**config.mk**
```make
export PLATFORM = sky130hd
export DESIGN_NAME = rv_core
export DESIGN_NICKNAME = d
export VERILOG_FILES = /design/src/rv_pkg.sv /design/src/exu.sv /design/src/idu.sv /design/src/pc_reg.sv /design/src/regfile.sv /design/src/rv_core.sv
export SDC_FILE = /design/constraint.sdc
export NUM_CORES = 2
export LEC_CHECK = 0
export BUFFER_PORTS_ARGS = -buffer_cell sky130_fd_sc_hd__buf_2
export CAP_MARGIN = 5
export CORE_MARGIN = 2
export CORE_UTILIZATION = 59
export CTS_CLUSTER_DIAMETER = 30
export DETAILED_ROUTE_END_ITERATION = 10
export PLACE_DENSITY = 0.75
export SYNTH_ARGS = -nofsm -noshare
export SYNTH_HDL_FRONTEND = slang
export SYNTH_HIERARCHICAL = 1
export SYNTH_SLANG_ARGS = --single-unit
```
**constraint.sdc**
```tcl
create_clock -name clk -period 15.6 [get_ports clk]
set_input_delay 0.78 -clock clk [delete_from_list [all_inputs] [get_ports clk]]
set_output_delay 0.78 -clock clk [all_outputs]
set_load 0.01 [all_outputs]
```
**src/rv_pkg.sv**
```systemverilog
`default_nettype none

package rv_pkg;

    // ==================================================
    // Widths
    // ==================================================
    typedef logic [31:0] word_t;
    typedef logic [31:0] addr_t;
    typedef logic [31:0] inst_t;
    typedef logic [4:0]  reg_addr_t;

    localparam word_t ZERO_WORD = 32'h0000_0000;

    // ==================================================
    // Opcodes and function codes
    // ==================================================
    localparam logic [6:0] OPC_LUI    = 7'b0110111;
    localparam logic [6:0] OPC_AUIPC  = 7'b0010111;
    localparam logic [6:0] OPC_JAL    = 7'b1101111;
    localparam logic [6:0] OPC_JALR   = 7'b1100111;
    localparam logic [6:0] OPC_OP_IMM = 7'b0010011;
    localparam logic [6:0] OPC_OP     = 7'b0110011;

    localparam logic [2:0] F3_ADD_SUB = 3'b000;
    localparam logic [2:0] F3_SLL     = 3'b001;
    localparam logic [2:0] F3_SLT     = 3'b010;
    localparam logic [2:0] F3_SLTU    = 3'b011;
    localparam logic [2:0] F3_XOR     = 3'b100;
    localparam logic [2:0] F3_SRL_SRA = 3'b101;
    localparam logic [2:0] F3_OR      = 3'b110;
    localparam logic [2:0] F3_AND     = 3'b111;

    // ==================================================
    // Decode to execute
    // ==================================================
    typedef enum logic [3:0] {
        ALU_ADD,
        ALU_SUB,
        ALU_SLL,
        ALU_SLT,
        ALU_SLTU,
        ALU_XOR,
        ALU_SRL,
        ALU_SRA,
        ALU_OR,
        ALU_AND
    } alu_op_t;

    typedef struct packed {
        word_t     src1;
        word_t     src2;
        alu_op_t   alu_op;
        logic      jump;     // JAL or JALR
        logic      reg_wen;  // Before inst_valid gating
        reg_addr_t rd;
    } decode_t;

endpackage

`default_nettype wire

```
**src/exu.sv**
```systemverilog
`timescale 1ns/1ps
`default_nettype none

module exu
    import rv_pkg::*;
(
    input  decode_t   dec,
    input  addr_t     pc,
    input  logic      inst_valid,
    output logic      rd_wen,
    output reg_addr_t rd_addr,
    output word_t     rd_data,
    output addr_t     next_pc
);

    word_t      alu_res;
    logic [4:0] shamt;
    addr_t      pc_plus4;

    assign shamt    = dec.src2[4:0];   // Shift amount is low 5 bits only
    assign pc_plus4 = pc + 32'd4;

    // ==================================================
    // ALU
    // ==================================================
    always_comb begin
        case (dec.alu_op)
            ALU_ADD:
                alu_res = dec.src1 + dec.src2;
            ALU_SUB:
                alu_res = dec.src1 - dec.src2;
            ALU_SLL:
                alu_res = dec.src1 << shamt;
            ALU_SLT:
                alu_res = {31'b0, $signed(dec.src1) < $signed(dec.src2)};
            ALU_SLTU:
                alu_res = {31'b0, dec.src1 < dec.src2};
            ALU_XOR:
                alu_res = dec.src1 ^ dec.src2;
            ALU_SRL:
                alu_res = dec.src1 >> shamt;
            ALU_SRA:
                alu_res = $signed(dec.src1) >>> shamt;
            ALU_OR:
                alu_res = dec.src1 | dec.src2;
            ALU_AND:
                alu_res = dec.src1 & dec.src2;
            default:
                alu_res = ZERO_WORD;
        endcase
    end

    // ==================================================
    // Write-back and next pc
    // ==================================================
    assign rd_wen  = dec.reg_wen & inst_valid;
    assign rd_addr = dec.rd;
    assign rd_data = dec.jump ? pc_plus4 : alu_res;          // Link address on jumps
    assign next_pc = dec.jump ? {alu_res[31:1], 1'b0} : pc_plus4;

endmodule

`default_nettype wire

```
**src/idu.sv**
```systemverilog
`timescale 1ns/1ps
`default_nettype none

module idu
    import rv_pkg::*;
(
    input  inst_t   inst,
    input  addr_t   pc,
    input  word_t   reg_rdata1,
    input  word_t   reg_rdata2,
    output decode_t dec
);

    logic [6:0] opcode;
    logic [2:0] funct3;
    logic       f7_bit5;
    logic       is_op;
    word_t      imm;
    word_t      src1;
    word_t      src2;
    alu_op_t    alu_op;
    logic       jump;
    logic       reg_wen;

    assign opcode  = inst[6:0];
    assign funct3  = inst[14:12];
    assign f7_bit5 = inst[30];      // SUB and SRA/SRAI
    assign is_op   = (opcode == OPC_OP);

    // ==================================================
    // Immediates
    // ==================================================
    always_comb begin
        case (opcode)
            OPC_OP_IMM, OPC_JALR:
                imm = {{20{inst[31]}}, inst[31:20]};
            OPC_JAL:
                imm = {{12{inst[31]}}, inst[19:12], inst[20], inst[30:21], 1'b0};
            OPC_LUI, OPC_AUIPC:
                imm = {inst[31:12], 12'b0};
            default:
                imm = ZERO_WORD;
        endcase
    end

    // ==================================================
    // Operand select
    // ==================================================
    always_comb begin
        case (opcode)
            OPC_AUIPC, OPC_JAL:           src1 = pc;
            OPC_JALR, OPC_OP_IMM, OPC_OP: src1 = reg_rdata1;
            default:                      src1 = ZERO_WORD;  // LUI adds to zero
        endcase
    end

    assign src2 = is_op ? reg_rdata2 : imm;

    // ==================================================
    // ALU operation and control flags
    // ==================================================
    always_comb begin
        alu_op = ALU_ADD;                // Jumps and U-types
        if (is_op || opcode == OPC_OP_IMM) begin
            case (funct3)
                F3_ADD_SUB: alu_op = (is_op && f7_bit5) ? ALU_SUB : ALU_ADD;
                F3_SLL:     alu_op = ALU_SLL;
                F3_SLT:     alu_op = ALU_SLT;
                F3_SLTU:    alu_op = ALU_SLTU;
                F3_XOR:     alu_op = ALU_XOR;
                F3_SRL_SRA: alu_op = f7_bit5 ? ALU_SRA : ALU_SRL;
                F3_OR:      alu_op = ALU_OR;
                F3_AND:     alu_op = ALU_AND;
            endcase
        end
    end

    assign jump = (opcode == OPC_JAL) || (opcode == OPC_JALR);

    always_comb begin
        case (opcode)
            OPC_LUI, OPC_AUIPC, OPC_JAL, OPC_JALR, OPC_OP_IMM, OPC_OP:
                reg_wen = 1'b1;
            default:
                reg_wen = 1'b0;          // Unsupported opcode is a no-op
        endcase
    end

    assign dec = '{src1:    src1,
                   src2:    src2,
                   alu_op:  alu_op,
                   jump:    jump,
                   reg_wen: reg_wen,
                   rd:      inst[11:7]};

endmodule

`default_nettype wire

```
**src/pc_reg.sv**
```systemverilog
`timescale 1ns/1ps
`default_nettype none

module pc_reg
    import rv_pkg::*;
(
    input  logic  clk,
    input  logic  reset,
    input  logic  inst_valid,
    input  addr_t next_pc,
    output addr_t pc
);

    // ==================================================
    // Program counter
    // ==================================================
    always_ff @(posedge clk) begin
        if (reset) begin
            pc <= '0;              // Fetch starts at address 0
        end else if (inst_valid) begin
            pc <= next_pc;
        end                        // Stall holds the current pc
    end

endmodule

`default_nettype wire

```
**src/regfile.sv**
```systemverilog
`timescale 1ns/1ps
`default_nettype none

module regfile
    import rv_pkg::*;
#(
    parameter int REG_COUNT = 32
) (
    input  logic      clk,
    input  logic      reset,
    input  reg_addr_t rs1,
    input  reg_addr_t rs2,
    output word_t     rdata1,
    output word_t     rdata2,
    input  logic      wen,
    input  reg_addr_t waddr,
    input  word_t     wdata
);

    word_t regs [REG_COUNT];

    // ==================================================
    // Write port
    // ==================================================
    always_ff @(posedge clk) begin
        if (reset) begin
            for (int i = 0; i < REG_COUNT; i++) begin
                regs[i] <= ZERO_WORD;
            end
        end else if (wen && waddr != '0 && int'(waddr) < REG_COUNT) begin
            regs[waddr] <= wdata;          // x0 never written
        end
    end

    // ==================================================
    // Read ports
    // ==================================================
    // Indices past REG_COUNT read as zero, as x0 does
    assign rdata1 = (rs1 != '0 && int'(rs1) < REG_COUNT) ? regs[rs1] : ZERO_WORD;
    assign rdata2 = (rs2 != '0 && int'(rs2) < REG_COUNT) ? regs[rs2] : ZERO_WORD;

endmodule

`default_nettype wire

```
**src/rv_core.sv**
```systemverilog
`timescale 1ns/1ps
`default_nettype none

module rv_core
    import rv_pkg::*;
#(
    parameter int REG_COUNT = 32
) (
    input  logic      clk,
    input  logic      reset,
    input  inst_t     inst,
    input  logic      inst_valid,
    output addr_t     pc,
    output logic      rd_wen,
    output reg_addr_t rd_addr,
    output word_t     rd_data
);

    decode_t dec;
    word_t   reg_rdata1;
    word_t   reg_rdata2;
    addr_t   next_pc;

    // ==================================================
    // Fetch, decode, register file, execute
    // ==================================================
    pc_reg u_pc_reg (
        .clk        (clk),
        .reset      (reset),
        .inst_valid (inst_valid),
        .next_pc    (next_pc),
        .pc         (pc)
    );

    idu u_idu (
        .inst       (inst),
        .pc         (pc),
        .reg_rdata1 (reg_rdata1),
        .reg_rdata2 (reg_rdata2),
        .dec        (dec)
    );

    regfile #(
        .REG_COUNT (REG_COUNT)
    ) u_regfile (
        .clk    (clk),
        .reset  (reset),
        .rs1    (inst[19:15]),
        .rs2    (inst[24:20]),
        .rdata1 (reg_rdata1),
        .rdata2 (reg_rdata2),
        .wen    (rd_wen),       // Already gated by inst_valid
        .waddr  (rd_addr),
        .wdata  (rd_data)
    );

    exu u_exu (
        .dec        (dec),
        .pc         (pc),
        .inst_valid (inst_valid),
        .rd_wen     (rd_wen),
        .rd_addr    (rd_addr),
        .rd_data    (rd_data),
        .next_pc    (next_pc)
    );

endmodule

`default_nettype wire

```
Word-level counts from Yosys, hierarchy flattened
Memory sizes are Yosys's and may differ from the RTL's.
Index checks and enable logic that the tools add are counted.
Cells by class
  shift operators: 3
  $lt $le $gt $ge: 2
  equality and inequality tests: 22
  muxes and demuxes: 21
  add/sub/neg operators: 3
  reduce and logical (&&, ||, !) cells: 15
  bitwise logic cells: 4
Operators with widths (number)
  $pmux 32 s10: 1
  $mux 32: 6
  $pmux 32 s3: 1
  $lt 32x32->1: 2
  $pmux 32 s2: 1
  $add 32x3->32 const B: 1
  $add 32x32->32: 1
  $and 32x32->32: 1
  $or 32x32->32: 1
  $pmux 4 s8: 1
  $reduce_or 32->1: 1
  $shl 32x5->32: 1
  $shr 32x5->32: 1
  $sshr 32x5->32: 1
  $sub 32x32->32: 1
  $xor 32x32->32: 1
  $eq 4x3->1 const B: 4
  $reduce_bool 5->1: 3
  $eq 7x5->1 const B: 2
  $eq 7x6->1 const B: 2
  $eq 7x7->1 const B: 2
  $eq 3x3->1 const B: 4
  $mux 1: 9
  $eq 4x2->1 const B: 2
  other kinds (14): 20
Word-level totals
  memories: 1
  input port bits: 35
  register bits after elaboration: 32
  output and inout bits: 70
  logic and storage cells: 72
  bits in writable memories: 1024
Memory list
  u_regfile.regs: depth 32, width 32, read ports 2, clocked after Yosys merged registers in 0, write ports 32, RTL line regfile.sv:20  | word_t regs [REG_COUNT];

Longest topological paths before layout
  depth after elaboration: 10
  depth in mapped cells: 28
  gate-level depth less buffers: 20

Hierarchy
The synthesis kept the hierarchy.
Modules (own cells, without submodules)
  regfile: instances 1, seq. area each 30749.5 sq um, area an instance 54253.3 sq um, cells each 3502
  exu: instances 1, seq. area each 0.0 sq um, area an instance 9456.6 sq um, cells each 1400
  pc_reg: instances 1, seq. area each 640.6 sq um, area an instance 1163.6 sq um, cells each 103
  idu: instances 1, seq. area each 0.0 sq um, area an instance 1018.5 sq um, cells each 143

Least setup slack after synthesis
No wires, ideal clock.
  path kind: input-to-output
  start: input inst[22]
  end: output rd_data[29]
  stages: 21
  path slack: 8.888 ns
  arrival: 5.932 ns
  buffers on the path: 5
  required time: 14.820 ns
  cell sequence: buf_2 -> buf_2 -> clkbuf_1 -> mux4_2 -> a22o_1 -> a2111oi_0 -> nor3_1 -> a22o_1 -> inv_2 -> buf_1 -> clkbuf_1 -> ha_1 -> or4_4 -> a21oi_2 -> o21ai_1 -> o211ai_2 -> a21oi_1 -> o31ai_1 -> o311ai_1 -> xnor2_1 -> o221ai_1
RTL lines
  from (decl): RTL line rv_core.sv:11  | input inst_t inst,
  to (decl): RTL line rv_core.sv:16  | output word_t rd_data

==> key figures <==
Routing
  – Antenna-violating nets left: 0
  – DRT Pass-1 Iters: 7
  – Final wirelength: between 200000 and 250000 um
  – Avg WL per Cell: 36.50 um
  – Vias: between 50000 and 60000
  – Initial drt markers: just under 10000
  – Via-to-Cell Ratio: about 7.4
  – Drc violations: 0

Timing
  – FMAX: ~100 MHz
  – Hold WS: about 0.40 ns
  – Clock skew: between 0.08 and 0.09 ns
  – RSZ-0062 raised after global routing: false
  – Fin crit share: 0.6261
  – Final Max Slew Viols: 0
  – Min Tclk post-route: approximately 10 ns
  – Worst-margin pin slew: ~1.5 ns
  – Final hold violation count: 0
  – Headroom to the max-slew limit: 0.01077
  – Fin Setup TNS: 0 ns
  – Final setup violation count: 0

Synthesis
  – Synth Area in Compound Gates: 0.08972
  – Seq/Total Area, Yosys: 0.4764
  – Avg Cell Area, Syn: about 13 um^2
  – Flops & latches, synth: between 1000 and 1500
  – Multiplexer share of the synthesized area: 0.2177
  – Simple-gate share of the synthesized area: 0.1441
  – Post-synth top area cell: edfxtp_1
  – Top_reg_cell synth: edfxtp_1
  – Largest family of logic cells by synthesized area: multiplexers
  – Post-Syn Instances: 5148
  – Unique cell type count in the Yosys netlist: approximately 100
  – Synth area leaders: edfxtp_1 47%, mux4_2 17%, and2_1 9.5%
  – Area of the mapped netlist: approximately 0.066 mm^2
  – Top cells by count, synth: 1024 x edfxtp_1, 1004 x and2_1, 510 x mux4_2
  – Adder-cell share of the synthesized area: 0.01979
  – Most frequent cell after synthesis: edfxtp_1
  – Async set-reset flop share out of synthesis: 0
  – Synth Area in XOR/XNOR: 0.007576
  – Post-synth EDFFs: slightly above 1000
  – Post-synth top area share: 0.4667
  – Synth warn: 6

Worst setup path
  – Crit path DAT: approximately 9.0 ns
  – Startpoint class of the critical path: input pin
  – Req. time, crit path: 14.82 ns
  – Critical path class: input pin to output port
  – Reg2Reg Depth: 19
  – Worst Path Max Fanout: 93
  – Endpoint class of the critical path: output port

Floorplanning
  – Initial Util: 0.5954
  – Die height: 338.2 um
  – Die Footprint: about 0.11 mm^2
  – Ports: about 110
  – Core area: between 0.1 and 0.15 mm^2
  – Die W: around 340 um
  – # rows: about 120

Clock tree
  – Worst-path clk slew: ~0.040 ns
  – Hold-fix buffers at CTS: 0
  – Clock Tree Buf Depth: 3
  – # resized after CTS: 0
  – H-tree levels: 4
  – Num CTS Buffers: between 200 and 250
  – TritonCTS Sinks: 1056
  – CTS tree: done
  – Post-CTS setup buffers: 0
  – Skew-Pair Late Insertion Delay: roughly 0.85 ns
  – CTS root buf: clkbuf_16

Placed design
  – Placer's final routability congestion estimate: around 1.1
  – DP HPWL: approximately 160000 um
  – Buffers on Ports: 104

Layout
  – Multi-input logic area: between 0.03 and 0.04 mm^2
  – Reg area: ~0.031 mm^2
  – Nets: roughly 5300
  – Layout cells sized above 1: 0.2499
  – Area growth syn-to-layout: 14.14%
  – Filler cells: between 7000 and 8000
  – Max FFs per register: slightly above 1000

Power
  – Leakage: roughly 27 nW
  – PwrDens: between 100 and 150 mW/mm^2
  – Worst ir drop on vdd: between 0.1 and 0.15 mV

Global routing
  – Initial antenna violation count: 22
  – First-pass GRT wire length: roughly 350000 um
  – Largest net degree at the start of global routing: between 90 and 100
  – Remaining Overflow, GRT: 0
  – Vias in the first global route: between 40000 and 50000
  – Gr usage total: 0.4303

Min path
  – Hold Path Class: input pin to register
  – Hold Path Cell Cnt: 2

Outcome
  – Status: finished with violations
  – Failing checks: capacitance limit

Flow run
  – Max-cap violations: 1
-- final cells by class --
cell class / instances / area share
Inverter: 104 / 0.005191
Tap cell: 1488 / 0.02476
Timing Repair Buffer: 282 / 0.02632
Clock buffer: 242 / 0.07314
Sequential cell: 1056 / 0.4174
Multi-Input combinational cell: 3487 / 0.4255
Antenna cell: 11 / 0.0003660
Clock inverter: 156 / 0.02738
-- critical path, cell delays in order --
cell and delay [ns]:
buf_8 0.43, buf_4 0.63, buf_12 0.57, mux4_2 0.61
a22o_1 0.26, a2111oi_1 0.94, nor3_1 0.27, a22o_2 0.34
buf_4 0.32, ha_1 0.36, a221oi_2 0.26, a21oi_1 0.16
a211oi_2 0.67, a22oi_1 0.29, a211oi_1 0.28, a21oi_1 0.08
xnor2_1 0.16, a221oi_1 0.58, o22ai_2 0.16, buf_4 0.27
buf_2 0.20
-- through the flow --
step                instance area [um^2]  setup slack (ns)  power (mW)  std cells  utilization
global placement                   67620             6.206       4.049       6417       0.6110
floorplan                          66010             8.888       3.780       5179            -
finish                             75210             5.833       8.783       6826       0.6796
CTS                                75180             6.112       8.748       6815       0.6793
global route                       75190             5.578       8.940       6820       0.6794
detailed placement                 67620             6.192       4.067       6417       0.6110
-- where the power goes --
group | total [mW] | internal [mW] | switching [mW]
clock | 4.72 | 3.11 | 1.61
sequential | 3.27 | 3.21 | 0.0573
combinational | 0.791 | 0.292 | 0.498
-- metal layers --
| layer | vias to the layer above | track usage | wire, um |
|---|---|---|---|
| met5 | - | 0.008333 | 310 |
| met4 | 20 | 0.2580 | 17180 |
| met3 | 914 | 0.1376 | 39080 |
| met2 | 4904 | 0.6097 | 106000 |
| met1 | 25030 | 0.5816 | 86590 |
| li1 | 19780 | - | - |
-- logic make-up (layout without fill, tap and decap cells) --
kind of cell               Yosys count  count (layout)
DFF                               1056            1056
xor gates and xnor gates            57              57
adders and majority gates          103             103
other                                1              43
AOI/OAI and AO/OA                  828             828
and+or+nand+nor                   1676            1676
buffers and inverters              636             784
muxes                              791             791
-- worst paths after layout --
path                         start                endpoint  slack (ns)
max                       inst[20]             rd_data[22]        5.83
min                          reset         u_pc_reg/pc[26]        0.40
max reg2reg  u_regfile/regs[14][2]  u_regfile/regs[16][27]        8.37
min reg2reg        u_pc_reg/pc[27]         u_pc_reg/pc[27]        0.60
-- placed cells by master (no fill, tap or decap), types with 121 or more instances in the layout --
cell type,instances
clkbuf_16,214
nor2_1,210
o22ai_1,125
mux2i_1,242
mux4_2,510
buf_4,174
edfxtp_1,1024
a21oi_1,134
nand2_1,121
and2_1,1003
No activity file was read; power rests on OpenSTA's default activity.
